[src/rtl/periph_cfg.svh]
`ifndef PERIPH_CFG_SVH
`define PERIPH_CFG_SVH

// Core data bus
`define PERIPH_ADDR_W 11
`define PERIPH_DATA_W 32

// Output PMOD width
`define PERIPH_PINS 8

// Slots per class, user and simple
`define PERIPH_SLOTS 16

// Function select, top bit picks the simple class
`define GPIO_SEL_W 5

// Register offsets inside the GPIO slot
`define GPIO_OFS_OUT 6'h00
`define GPIO_OFS_IN 6'h04

`endif

[src/rtl/periph_pkg.sv]
`default_nettype none

`include "periph_cfg.svh"

package periph_pkg;

    // Access size code used on both the read and the write strobe
    typedef enum logic [1:0] {
        SIZE_BYTE = 2'b00,
        SIZE_HALF = 2'b01,
        SIZE_WORD = 2'b10,
        SIZE_NONE = 2'b11
    } access_size_e;

    // Fixed user slot assignments
    typedef enum logic [$clog2(`PERIPH_SLOTS)-1:0] {
        SLOT_RESERVED = 4'd0,
        SLOT_GPIO     = 4'd1,
        SLOT_UART     = 4'd2
    } user_slot_e;

    // Request from the core, held as a level
    typedef struct packed {
        logic [`PERIPH_ADDR_W-1:0] addr;
        logic [`PERIPH_DATA_W-1:0] wdata;
        access_size_e              wr_size;
        access_size_e              rd_size;
    } periph_req_t;

    // Slot selection, also the layout of a function-select value
    typedef struct packed {
        logic                              is_simple;
        logic [$clog2(`PERIPH_SLOTS)-1:0]  idx;
    } slot_sel_t;

    // Read response from one slot
    typedef struct packed {
        logic [`PERIPH_DATA_W-1:0] data;
        logic                      ready;
    } slot_resp_t;

endpackage

`default_nettype wire

[src/rtl/periph_addr_decode.sv]
`default_nettype none

`include "periph_cfg.svh"

module periph_addr_decode (
    input  periph_pkg::periph_req_t i_req,
    input  periph_pkg::slot_resp_t  i_gpio_resp,
    output periph_pkg::slot_sel_t   o_sel,
    output logic                    o_gpio_sel,
    output periph_pkg::slot_resp_t  o_resp
);

    import periph_pkg::*;

    slot_sel_t sel;

    // Bit 10 splits the space into user and simple slots
    always_comb begin
        sel.is_simple = i_req.addr[10];
        if (i_req.addr[10]) begin
            // 16-byte simple slots
            sel.idx = i_req.addr[7:4];
        end else begin
            // 64-byte user slots
            sel.idx = i_req.addr[9:6];
        end
    end

    assign o_sel = sel;
    assign o_gpio_sel = !sel.is_simple && (user_slot_e'(sel.idx) == SLOT_GPIO);

    // Response mux
    always_comb begin
        o_resp.data  = '0;
        o_resp.ready = 1'b1;

        if (!sel.is_simple) begin
            case (user_slot_e'(sel.idx))
                SLOT_RESERVED: begin
                    // Reserved by the wrapper, never answers
                    o_resp.ready = 1'b0;
                end
                SLOT_GPIO: begin
                    o_resp = i_gpio_resp;
                end
                default: begin
                    // UART slot and unpopulated slots read as zero
                    o_resp.data  = '0;
                    o_resp.ready = 1'b1;
                end
            endcase
        end
    end

endmodule

`default_nettype wire

[src/rtl/periph_read_buffer.sv]
`default_nettype none

`include "periph_cfg.svh"

module periph_read_buffer (
    input  logic                     clk,
    input  logic                     rst_n,
    input  periph_pkg::periph_req_t  i_req,
    input  periph_pkg::slot_resp_t   i_resp,
    input  logic                     i_data_read_complete,
    output logic [`PERIPH_DATA_W-1:0] o_data_out,
    output logic                     o_data_ready
);

    import periph_pkg::*;

    logic                      read_req;
    logic                      write_req;
    logic                      capture;
    logic                      data_hold;
    logic                      data_ready_r;
    logic [`PERIPH_DATA_W-1:0] data_out_r;

    assign read_req  = i_req.rd_size != SIZE_NONE;
    assign write_req = i_req.wr_size != SIZE_NONE;

    // Take new data only while nothing is held for the core
    assign capture = read_req && i_resp.ready && !data_hold;

    always_ff @(posedge clk) begin
        if (!rst_n) begin
            data_hold    <= 1'b0;
            data_ready_r <= 1'b0;
        end else begin
            if (i_data_read_complete) begin
                data_hold <= 1'b0;
            end
            // A capture in the same cycle wins over the release
            if (capture) begin
                data_hold <= 1'b1;
            end
            data_ready_r <= read_req && i_resp.ready;
        end
    end

    always_ff @(posedge clk) begin
        if (capture) begin
            data_out_r <= i_resp.data;
        end
    end

    assign o_data_out = data_out_r;

    // Writes complete immediately
    assign o_data_ready = data_ready_r || write_req;

endmodule

`default_nettype wire

[src/rtl/gpio_regs.sv]
`default_nettype none

`include "periph_cfg.svh"

module gpio_regs (
    input  logic                                       clk,
    input  logic                                       rst_n,
    input  periph_pkg::periph_req_t                    i_req,
    input  logic                                       i_gpio_sel,
    input  logic [`PERIPH_PINS-1:0]                    i_ui_in,
    output periph_pkg::slot_resp_t                     o_resp,
    output logic [`PERIPH_PINS-1:0]                    o_gpio_out,
    output logic [`PERIPH_PINS-1:0][`GPIO_SEL_W-1:0]   o_func_sel
);

    import periph_pkg::*;

    logic [5:0]                               ofs;
    logic                                     wr_en;
    logic                                     sel_hit;
    logic [$clog2(`PERIPH_PINS)-1:0]          sel_idx;
    logic [`PERIPH_PINS-1:0]                  gpio_out;
    logic [`PERIPH_PINS-1:0][`GPIO_SEL_W-1:0] func_sel;

    // Offset within the 64-byte slot
    assign ofs   = i_req.addr[5:0];
    assign wr_en = i_gpio_sel && (i_req.wr_size != SIZE_NONE);

    // Select registers sit at 0x20 + 4*i, word aligned
    assign sel_hit = ofs[5] && (ofs[1:0] == 2'b00);
    assign sel_idx = ofs[4:2];

    always_ff @(posedge clk) begin
        if (!rst_n) begin
            gpio_out <= '0;
        end else if (wr_en && (ofs == `GPIO_OFS_OUT)) begin
            gpio_out <= i_req.wdata[`PERIPH_PINS-1:0];
        end
    end

    always_ff @(posedge clk) begin
        if (!rst_n) begin
            for (int i = 0; i < `PERIPH_PINS; i++) begin
                // Pins 0 and 1 belong to the UART out of reset
                if (i < 2) begin
                    func_sel[i] <= {1'b0, SLOT_UART};
                end else begin
                    func_sel[i] <= {1'b0, SLOT_GPIO};
                end
            end
        end else if (wr_en && sel_hit) begin
            for (int i = 0; i < `PERIPH_PINS; i++) begin
                if (sel_idx == i) begin
                    func_sel[i] <= i_req.wdata[`GPIO_SEL_W-1:0];
                end
            end
        end
    end

    // Read response, always ready
    always_comb begin
        o_resp.data  = '0;
        o_resp.ready = 1'b1;

        if (ofs == `GPIO_OFS_OUT) begin
            o_resp.data[`PERIPH_PINS-1:0] = gpio_out;
        end else if (ofs == `GPIO_OFS_IN) begin
            o_resp.data[`PERIPH_PINS-1:0] = i_ui_in;
        end else if (sel_hit) begin
            o_resp.data[`GPIO_SEL_W-1:0] = func_sel[sel_idx];
        end
    end

    assign o_gpio_out = gpio_out;
    assign o_func_sel = func_sel;

endmodule

`default_nettype wire

[src/rtl/pin_out_mux.sv]
`default_nettype none

`include "periph_cfg.svh"

module pin_out_mux (
    input  logic [`PERIPH_PINS-1:0][`GPIO_SEL_W-1:0] i_func_sel,
    input  logic [`PERIPH_PINS-1:0]                  i_gpio_out,
    output logic [`PERIPH_PINS-1:0]                  o_uo_out
);

    import periph_pkg::*;

    slot_sel_t pin_sel [`PERIPH_PINS];

    // View each select value as a slot selection
    always_comb begin
        for (int i = 0; i < `PERIPH_PINS; i++) begin
            pin_sel[i] = slot_sel_t'(i_func_sel[i]);
        end
    end

    // Only the GPIO slot drives pins, everything else is low
    always_comb begin
        for (int i = 0; i < `PERIPH_PINS; i++) begin
            o_uo_out[i] = 1'b0;
            if (!pin_sel[i].is_simple && (user_slot_e'(pin_sel[i].idx) == SLOT_GPIO)) begin
                o_uo_out[i] = i_gpio_out[i];
            end
        end
    end

endmodule

`default_nettype wire

[src/rtl/periph_bus_top.sv]
`default_nettype none

`include "periph_cfg.svh"

module periph_bus_top (
    input  logic                      clk,
    input  logic                      rst_n,

    // PMOD pins
    input  logic [`PERIPH_PINS-1:0]   i_ui_in,
    output logic [`PERIPH_PINS-1:0]   o_uo_out,

    // Core data bus
    input  logic [`PERIPH_ADDR_W-1:0] i_addr,
    input  logic [`PERIPH_DATA_W-1:0] i_data,
    input  periph_pkg::access_size_e  i_data_write_n,
    input  periph_pkg::access_size_e  i_data_read_n,
    output logic [`PERIPH_DATA_W-1:0] o_data_out,
    output logic                      o_data_ready,
    input  logic                      i_data_read_complete
);

    import periph_pkg::*;

    periph_req_t                              req;
    slot_resp_t                               gpio_resp;
    slot_resp_t                               slot_resp;
    logic                                     gpio_sel;
    logic [`PERIPH_PINS-1:0]                  gpio_out;
    logic [`PERIPH_PINS-1:0][`GPIO_SEL_W-1:0] func_sel;

    assign req.addr    = i_addr;
    assign req.wdata   = i_data;
    assign req.wr_size = i_data_write_n;
    assign req.rd_size = i_data_read_n;

    periph_read_buffer u_read_buffer (
        .clk                  (clk),
        .rst_n                (rst_n),
        .i_req                (req),
        .i_resp               (slot_resp),
        .i_data_read_complete (i_data_read_complete),
        .o_data_out           (o_data_out),
        .o_data_ready         (o_data_ready)
    );

    // Selection is only needed for the response mux here
    periph_addr_decode u_addr_decode (
        .i_req       (req),
        .i_gpio_resp (gpio_resp),
        .o_sel       (),
        .o_gpio_sel  (gpio_sel),
        .o_resp      (slot_resp)
    );

    gpio_regs u_gpio_regs (
        .clk        (clk),
        .rst_n      (rst_n),
        .i_req      (req),
        .i_gpio_sel (gpio_sel),
        .i_ui_in    (i_ui_in),
        .o_resp     (gpio_resp),
        .o_gpio_out (gpio_out),
        .o_func_sel (func_sel)
    );

    pin_out_mux u_pin_out_mux (
        .i_func_sel (func_sel),
        .i_gpio_out (gpio_out),
        .o_uo_out   (o_uo_out)
    );

endmodule

`default_nettype wire

[config.mk]
export PLATFORM = sky130hd
export DESIGN_NAME = periph_bus_top
export DESIGN_NICKNAME = d
export VERILOG_FILES = /design/src/rtl/periph_pkg.sv /design/src/rtl/periph_addr_decode.sv /design/src/rtl/periph_read_buffer.sv /design/src/rtl/gpio_regs.sv /design/src/rtl/pin_out_mux.sv /design/src/rtl/periph_bus_top.sv
export VERILOG_INCLUDE_DIRS = /design/src /design/src/rtl
export SDC_FILE = /design/constraint.sdc
export NUM_CORES = 1
export LEC_CHECK = 0
export BUFFER_PORTS_ARGS = -buffer_cell sky130_fd_sc_hd__buf_2
export CELL_PAD_IN_SITES_DETAIL_PLACEMENT = 1
export CELL_PAD_IN_SITES_GLOBAL_PLACEMENT = 1
export CORE_MARGIN = 2
export CORE_UTILIZATION = 38
export CTS_BUF_LIST = sky130_fd_sc_hd__clkbuf_4 sky130_fd_sc_hd__clkbuf_8 sky130_fd_sc_hd__clkbuf_16
export CTS_CLUSTER_SIZE = 8
export DETAILED_ROUTE_END_ITERATION = 12
export HOLD_SLACK_MARGIN = 0.15
export PLACE_DENSITY_LB_ADDON = 0.1
export SETUP_SLACK_MARGIN = 0.5
export SYNTH_ARGS = -nofsm -noshare
export SYNTH_HDL_FRONTEND = slang
export SYNTH_SLANG_ARGS = --single-unit
[constraint.sdc]
create_clock -name clk -period 3 [get_ports clk]
set_clock_uncertainty 0.1 [all_clocks]
set_input_delay 0.6 -clock clk [delete_from_list [all_inputs] [get_ports clk]]
set_output_delay 0.6 -clock clk [all_outputs]
set_load 0.02 [all_outputs]
=== After elaboration in Yosys (flattened, before gate mapping) ===
Cells that the tools add are included.

* Magnitude comparators: 1
* Equality and inequality tests: 19
* Mux-type cells: 19
* Bitwise gates (word level): 1
* Reductions and logical operators: 40

{| class="wikitable"
|+ Operators by type and width
! cell !! count
|-
| $eq 4x1->1 const B || 9
|-
| $reduce_and 2->1 || 8
|-
| $bmux 5 s3 || 1
|-
| $logic_and 1x1->1 || 15
|-
| $mux 5 || 3
|-
| $eq 3x3->1 const B || 4
|-
| $mux 1 || 12
|-
| $logic_not 1->1 || 10
|-
| $mux 8 || 1
|-
| $eq 3x2->1 const B || 2
|-
| $eq 6x3->1 const B || 1
|-
| $logic_not 6->1 || 1
|-
| $logic_not 4->1 || 1
|-
| $lt 3x4->1 const B || 1
|-
| $mux 4 || 1
|-
| $ne 2x2->1 const B || 2
|-
| $eq 3x1->1 const B || 1
|-
| $logic_not 3->1 || 1
|-
| $mux 3 || 1
|-
| $logic_not 2->1 || 1
|-
| $reduce_bool 2->1 || 1
|-
| $reduce_or 2->1 || 1
|-
| $logic_or 1x1->1 || 1
|-
| $not 1->1 || 1
|}

* Flip-flop bits (word level): 82
* Output and inout bits: 41
* Word-level logic and storage cells: 93

=== Depth between registers and ports, before layout ===
Gate-level depths: netlist of the first run.

* Depth in word-level cells: 7
* Gate-level depth with buffers: 7

=== Hierarchy ===
From an unflattened synthesis of the first run, not the netlist that was laid out.

* Cells, all modules: 389
* Area, all modules: 4,010.1 µm²

{| class="wikitable"
|+ By module, submodules not included
! module !! times used !! cells an instance !! area each (µm²)
|-
| gpio_regs || 1 || 284 || 2,438.6
|-
| periph_read_buffer || 1 || 41 || 1,054.8
|-
| periph_addr_decode || 1 || 48 || 342.8
|-
| pin_out_mux || 1 || 16 || 173.9
|}

=== Worst setup path before layout of the first run ===
OpenSTA, ideal clock, no wires.

* Kind: input port to flip-flop
* From: input i_addr[2]
* To: register u_read_buffer.data_out_r[3], in the netlist u_read_buffer.o_data_out[3], data pin
* Library setup time: 260 ps
* Arrival: 2,142 ps
* Data required time: 2,640 ps
* Path slack: 498 ps
* Cell stages on the path: 6
* Buffers on the path: 2
* Path through: clkbuf_1 > buf_2 > mux4_2 > mux2_2 > a22oi_1 > a21oi_1

* Cells in the longest elaborated chain, start to end: 5
* Elaborated cells between the ends (all ways): 7

{| class="wikitable"
|+ Ends and longest elaborated chain
! what !! line !! text
|-
| start: declaration || periph_bus_top.sv:14 || <nowiki>input logic [`PERIPH_ADDR_W-1:0] i_addr,</nowiki>
|-
| $bmux 5 s3 || gpio_regs.sv:70 || <nowiki>o_resp.data[`GPIO_SEL_W-1:0] = func_sel[sel_idx];</nowiki>
|-
| $mux 5 (implied by the code) || gpio_regs.sv:70 ||
|-
| $mux 5 || gpio_regs.sv:69 || <nowiki>end else if (sel_hit) begin</nowiki>
|-
| $mux 5 || gpio_regs.sv:67 || <nowiki>end else if (ofs == `GPIO_OFS_IN) begin</nowiki>
|-
| $mux 8 * || gpio_regs.sv:65 || <nowiki>if (ofs == `GPIO_OFS_OUT) begin</nowiki>
|-
| end signal: assignment || periph_read_buffer.sv:48 || <nowiki>data_out_r <= i_resp.data;</nowiki>
|-
| end: declaration || periph_read_buffer.sv:22 || <nowiki>logic [`PERIPH_DATA_W-1:0] data_out_r;</nowiki>
|}

Mark *: on every way between the ends. The rest lies on a longest branch, timed or not. The select of a mux whose other input is x is not followed.
A chain may end at the register's enable or synchronous reset.

=== Final worst setup path of the first run ===
* From: register u_gpio_regs.func_sel, in the netlist u_gpio_regs.o_func_sel[32]
* To: output o_uo_out[6]

* Cells in the longest elaborated chain, start to end: 3

{| class="wikitable"
|+ Ends and longest elaborated chain
! what !! line !! text
|-
| start: declaration || gpio_regs.sv:23 || <nowiki>logic [`PERIPH_PINS-1:0][`GPIO_SEL_W-1:0] func_sel;</nowiki>
|-
| start signal: indexed assignment || gpio_regs.sv:46 || <nowiki>func_sel[i] <= {1'b0, SLOT_UART};</nowiki>
|-
| start signal: indexed assignment || gpio_regs.sv:48 || <nowiki>func_sel[i] <= {1'b0, SLOT_GPIO};</nowiki>
|-
| start signal: indexed assignment || gpio_regs.sv:54 || <nowiki>func_sel[i] <= i_req.wdata[`GPIO_SEL_W-1:0];</nowiki>
|-
| $eq 4x1->1 || pin_out_mux.sv:26 || <nowiki>if (!pin_sel[i].is_simple && (user_slot_e'(pin_sel[i].idx) == SLOT_GPIO)) begin</nowiki>
|-
| $logic_and 1x1->1 || pin_out_mux.sv:26 ||
|-
| $mux 1 || pin_out_mux.sv:26 ||
|-
| end: declaration || periph_bus_top.sv:11 || <nowiki>output logic [`PERIPH_PINS-1:0] o_uo_out,</nowiki>
|}

No other way between the ends.

==> results.toml, run 1 <==
[clock_tree]
clock_latency_ps = 340
clk_pin_slew_ps = 60
cts_setup_buffers = 0
cts_root_buf = "clkbuf_8"
cts_buffer_depth = 2
hold_buffers = 0
cts_tree = "yes"
cts.sinks = 58
h-tree-depth = 3
cts_buffers = 9

[critical_path]
crit_buf_inv = 1
critical_path_class = "reg -> out"
arrival_ps = 1740
crit_path_end_kind = "primary output"
required_ps = 2300
critPathLaunchType = "flop"
cpMaxStageDelayCell = "or4b_2"
path_max_fanout = 3
critPathMaxStageDelay_ps = 690
path_cells = "or4b_2 -> nor3b_2 -> buf_2"
critical_path.top_delay_family = "simple AND/OR/NAND/NOR gates"

[worst_hold_path]
hp-class = "reg -> reg"

[layout]
area.sequential_um2 = 1240
final_layout_size_suffix_gt1_frac = 0.285
fin_nets = 400
fillerInstances = 886
multi_input_area_um2 = 1590
diodes = 0
area_growth_pct = 16.7
final_cell_area_um2 = 3480

[logic_synthesis]
synthCells = 294
async_reset_ff_frac = 0
ys_types = 37
synth-seq-area-share = 0.416
synth-warning-count = 0
yosys_most_used_dff = "dfxtp_1"
syn-cell-area_um2 = 2980
synth_edf_count = 8
avgSynthCellArea_um2 = 10.1
ys_seq_elements = 58

[place]
place.gp.congestion = 0.791
place_area_um2 = 3230
io_buffers = 50
dp_slack_ps = 470
hpwl_um = 5830

[power]
power.density_nw_per_um2 = 508
leakage_nw = 1.43
ir_worst_vdd_v = 0.000197

[route]
wirelength_um = 7690
num_vias = 2243
drc = 0
vias_per_cell = 5.00
first_iter_violations = 91
antenna_left = 0
drt-pass1-iter-count = 4
wl_per_cell_um = 17.1

[sta]
period_minus_slack_ps = 2440
setup_viol_count_final = 0
slew_headroom = 0.519
period_share = 0.815
worstMarginPinSlew_ps = 718
max_freq_ghz = 0.409
drv_slew = 0
final_hold_viol_count = 0
final.setup.tns_ps = 0
rsz0062_at_grt = "yes"
finalWorstSetupSlack_ps = 556

[floorplan]
num_rows = 32
core_um2 = 7650
dieArea_um2 = 8570
die_w_um = 92.6
io_pins = 99
die_y_um = 92.6
start_util = 0.390

[outcome]
outcome = "finished clean"

[global_route]
grt_pass1_vias = 2209
grt_overflow = 0
grt_pass1_wl_um = 12300
antenna_found_initial = 0
track_usage = 0.192
grt_max_degree = 24

[flow_run]
cap_viol_max_count = 0
==> cell families (layout without fill, tap and decap cells) <==
| family | after synthesis | count (layout) | synth area share |
|---|---|---|---|
| compound gates | 26 | 26 | 0.0525 |
| buf+inv | 43 | 73 | 0.0869 |
| flops | 58 | 58 | 0.416 |
| mux | 60 | 60 | 0.245 |
| other cells | 1 | 24 | 0.00126 |
| simple gates | 106 | 106 | 0.198 |
==> final timing paths <==
kind,slack [ps],cells past startpoint,from,endpoint
max,560,3,u_gpio_regs.o_func_sel[32]$_SDFFE_PN0P_,o_uo_out[6]
min reg2reg,380,2,u_gpio_regs.o_func_sel[19]$_SDFFE_PN0P_,u_gpio_regs.o_func_sel[19]$_SDFFE_PN0P_
max reg2reg,1250,4,u_gpio_regs.o_func_sel[33]$_SDFFE_PN0P_,u_read_buffer.o_data_out[3]$_SDFFCE_PP0P_
min,380,2,u_gpio_regs.o_func_sel[19]$_SDFFE_PN0P_,u_gpio_regs.o_func_sel[19]$_SDFFE_PN0P_
==> worst min-delay path: stages, from the launching register on <==
cell	delay, ps
dfxtp_1	320
nand2_1	60
mux2i_1	50
==> registers in the layout, summed over array words and instances, names as in the netlist <==
register and count:
u_gpio_regs.o_func_sel 40, u_gpio_regs.o_gpio_out 8, u_read_buffer.data_ready_r 1, u_read_buffer.data_hold 1
u_read_buffer.o_data_out 8
==> what timing repair did <==
| item | 4_1_cts | 5_1_grt |
|---|---|---|
| pin swaps | 0 | 1 |
| gates resized for setup | 2 | 4 |
| endpoints found under the setup margin | 2 | 3 |
| endpoints found under the hold margin | 0 | 0 |
==> layer usage <==
metal | vias up | track usage | routed length [um]
met2 | 67 | 0.276 | 3320
li1 | 1099 | - | -
met1 | 1063 | 0.278 | 3790
met4 | 0 | 0.0920 | 170
met5 | - | 0 | 0
met3 | 14 | 0.0317 | 402
==> placed cells by master (no fill, tap or decap), drive strengths merged, types with 3 or more instances in the layout <==
cell	netlist	final
or4b	3	3
inv	3	3
mux4	10	10
edfxtp	8	8
mux2i	45	45
nor3	7	7
buf	31	54
mux2	5	5
a21oi	8	8
a22oi	8	8
o21ai	8	8
nand2	46	46
nand3	5	5
nand4	3	3
conb	1	24
clkbuf	9	15
nor2	20	20
nor3b	4	4
dfxtp	50	50
nand4bb	5	5
==> where the power goes <==
group          switching (mW)  total (mW)  internal (mW)
Combinational           0.106       0.148         0.0421
Clock                   0.313       0.820          0.507
Sequential            0.00231       0.800          0.798
Total                   0.421        1.77           1.35
==> final cells by class <==
cell class                      instances  share of cell area
Multi-Input combinational cell        216               0.456
Sequential cell                        58               0.357
Clock buffer                           15              0.0575
Inverter                                3             0.00324
Clock inverter                          1             0.00863
Timing Repair Buffer                   54              0.0812
Tap cell                              102              0.0367
==> through the flow <==
| stage | total power, mW | hold slack (ps) | utilization | cells |
|---|---|---|---|---|
| finish | 1.77 | 377 | 0.455 | 449 |
| global route | 1.83 | 396 | 0.455 | 449 |
| CTS | 1.78 | 377 | 0.454 | 449 |
| detailed placement | 0.967 | 366 | 0.422 | 433 |
| global placement | 0.965 | 349 | 0.422 | 433 |
| floorplan | 0.938 | 340 | - | 317 |
==> cells in the mapped netlist (4+ instances only) <==
cell type  instances  share of area
a21oi_1            8          0.013
nand2_1           46          0.058
clkbuf_1           9          0.011
nand3_1            4         0.0067
edfxtp_1           8          0.081
buf_2              6          0.010
mux2_2             5          0.019
dfxtp_1           50           0.34
nor3_1             6          0.010
a22oi_1            8          0.020
mux4_2            10          0.076
buf_4             24          0.060
mux2i_1           45           0.15
nand4bb_1          5          0.019
o21ai_0            8          0.013
nor2_1            19          0.024
Power figures use the tool's default switching activity.
==> inputs of run 2 (changes only) <==
--- a/config.mk
+++ b/config.mk
@@ -6,11 +6,12 @@
 export SDC_FILE = /design/constraint.sdc
 export NUM_CORES = 1
 export LEC_CHECK = 0
+export ABC_AREA = 1
 export BUFFER_PORTS_ARGS = -buffer_cell sky130_fd_sc_hd__buf_2
 export CELL_PAD_IN_SITES_DETAIL_PLACEMENT = 1
 export CELL_PAD_IN_SITES_GLOBAL_PLACEMENT = 1
 export CORE_MARGIN = 2
-export CORE_UTILIZATION = 38
+export CORE_UTILIZATION = 36
 export CTS_BUF_LIST = sky130_fd_sc_hd__clkbuf_4 sky130_fd_sc_hd__clkbuf_8 sky130_fd_sc_hd__clkbuf_16
 export CTS_CLUSTER_SIZE = 8
 export DETAILED_ROUTE_END_ITERATION = 12
==> constraint.sdc (replaced) <==
create_clock -name clk -period 2.45 [get_ports clk]
set_clock_uncertainty 0.1 [all_clocks]
set_input_delay 0.49 -clock clk [delete_from_list [all_inputs] [get_ports clk]]
set_output_delay 0.49 -clock clk [all_outputs]
set_load 0.02 [all_outputs]
==> run 2 against run 1 <==
Net effect: cell count up 34%; core utilization is 2.6 points lower; total power grew 35%; design area rose by 7.5%; clock-buffer cell count fell by 6; non-clock buffer count rose by 5; largest power group unchanged.
==> results.toml, run 2 <==
[outcome]
outcome = "finished clean"

[global_route]
track_usage = 0.220
antenna_found_initial = 0
grt_overflow = 0
grt_pass1_wl_um = 16800
grt_pass1_vias = 3153
grt_max_degree = 42

[floorplan]
core_um2 = 8720
start_util = 0.371
dieArea_um2 = 9770
die_y_um = 98.9
io_pins = 99
num_rows = 34
die_w_um = 98.9

[logic_synthesis]
yosysTopAreaCell = "dfxtp_1"
async_reset_ff_frac = 0
synth_edf_count = 8
synth-warning-count = 0
yosysTopAreaCellShare = 0.309
avgSynthCellArea_um2 = 7.30
yosys_most_used_dff = "dfxtp_1"
synth-seq-area-share = 0.383
synth_top_cells_by_count = "nand2_1 (102), a21oi_1 (50), dfxtp_1 (50)"
synth.most_common_cell = "nand2_1"
syn-cell-area_um2 = 3240
synthCells = 444
ys_seq_elements = 58
ys_types = 28
yosys-top-cells-area = "dfxtp_1 (31%), nand2_1 (12%), a21oi_1 (7.7%)"

[route]
first_iter_violations = 206
wirelength_um = 10200
num_vias = 3138
drt-pass1-iter-count = 4
antenna_left = 0
wl_per_cell_um = 17.0
drc = 0
vias_per_cell = 5.20

[clock_tree]
cts_tree = "yes"
clock_latency_ps = 350
cts.sinks = 58
cts_buffer_depth = 2
clk_pin_slew_ps = 70
h-tree-depth = 3
cts_setup_buffers = 0
cts_root_buf = "clkbuf_8"
cts_buffers = 9

[sta]
max_freq_ghz = 0.531
period_minus_slack_ps = 1880
setup_viol_count_final = 0
final.setup.tns_ps = 0
period_share = 0.768
final_hold_viol_count = 0
rsz0062_at_grt = "no"
drv_slew = 0

[critical_path]
arrival_ps = 1290
required_ps = 1860
critPathLaunchType = "flop"
path_max_fanout = 3
reg2reg_setup_slack_ps = 1240
crit_path_end_kind = "primary output"
rr_worst_depth = 6
worstReg2RegEnd = "u_read_buffer.o_data_out[4]$_SDFFCE_PP0P_"
critical_path_class = "reg -> out"
rr_startpoint = "u_gpio_regs.o_func_sel[19]$_SDFFE_PN0P_"

[layout]
area_growth_pct = 15.6
fin_nets = 548
final_cells = 603
final_cell_area_um2 = 3740
layout_common_cells = "nand2_1 (102), a21oi_1 (50), buf_2 (50), dfxtp_1 (50), nand3_1 (39)"
diodes = 0
largest_reg_flops = 40
final_layout_size_suffix_gt1_frac = 0.212
mostFrequentLayoutCell = "nand2_1"

[worst_hold_path]
hold_path_end = "u_gpio_regs.o_gpio_out[7]$_SDFFE_PN0P_"
hp-class = "in -> reg"
holdCritStartpoint = "i_data[7]"
holdPathStages = 3

[power]
power.density_nw_per_um2 = 637
leakage_nw = 1.54
ir_worst_vdd_v = 0.000314

[place]
place_area_um2 = 3480
place.gp.congestion = 0.820
place_inst = 587
hpwl_um = 7370
io_buffers = 50

[flow_run]
cap_viol_max_count = 0
[run 2: how the worst max path moves through the flow]
stage	from	end	slack (ps)
global route	u_gpio_regs.o_func_sel[7]$_SDFFE_PN0P_	o_uo_out[1]	500
finish	u_gpio_regs.o_func_sel[7]$_SDFFE_PN0P_	o_uo_out[1]	570
global placement	i_addr[2]	u_read_buffer.o_data_out[1]$_SDFFCE_PP0P_	410
CTS	u_gpio_regs.o_func_sel[7]$_SDFFE_PN0P_	o_uo_out[1]	510
floorplan	i_addr[4]	u_read_buffer.o_data_out[0]$_SDFFCE_PP0P_	780
detailed placement	i_addr[2]	u_read_buffer.o_data_out[1]$_SDFFCE_PP0P_	350
[run 2: metal layers]
layer  routed length [um]  up-vias  share of wire  global-route usage
li1                     -     1544              -                   -
met2                 4940       79           0.48               0.363
met5                    0        -              0                   0
met3                  416       15          0.041              0.0433
met4                  182        0          0.018              0.0748
met1                 4690     1500           0.46               0.290
[run 2: power by group]
part | internal (mW) | switching (mW)
Combinational | 0.0557 | 0.177
Clock | 0.768 | 0.406
Sequential | 0.977 | 0.00290
[run 2: timing repair]
| item | CTS | global route |
|---|---|---|
| setup endpoints to repair | 0 | 2 |
| resized for setup | 0 | 2 |
| hold buffers | 0 | 0 |
[run 2: area by class of cell]
cell class | instances | area, um2
multi-input combinational | 335 | 1680
clock inverter | 7 | 131
inverter | 27 | 101
timing repair buffer | 59 | 330
sequential | 58 | 1240
tap | 108 | 135
fill | 1104 | 4980
clock buffer | 9 | 124
[run 2: logic make-up (layout without fill, tap and decap cells)]
family          after synthesis  in the layout  synth area share
flops                        58             58             0.383
buf+inv                      74            102             0.128
compound gates               64             64            0.0993
simple gates                247            247             0.389
other cells                   1             24           0.00116
[run 2: critical path: stages (launching register included)]
cell and delay (ps):
dfxtp_1 350, nor2_1 110, nand3b_1 100, nor3b_2 190
buf_2 190
[run 2: per-stage QoR]
stage                     setup slack (ps)   util  hold WS, ps  power (mW)
after global placement                 409  0.399          368        1.23
after global routing                   504  0.429          289        2.47
after CTS                              509  0.428          279        2.40
after floorplan                        782      -          349        1.19
final                                  568  0.429          289        2.39
after detailed placement               354  0.399          376        1.23
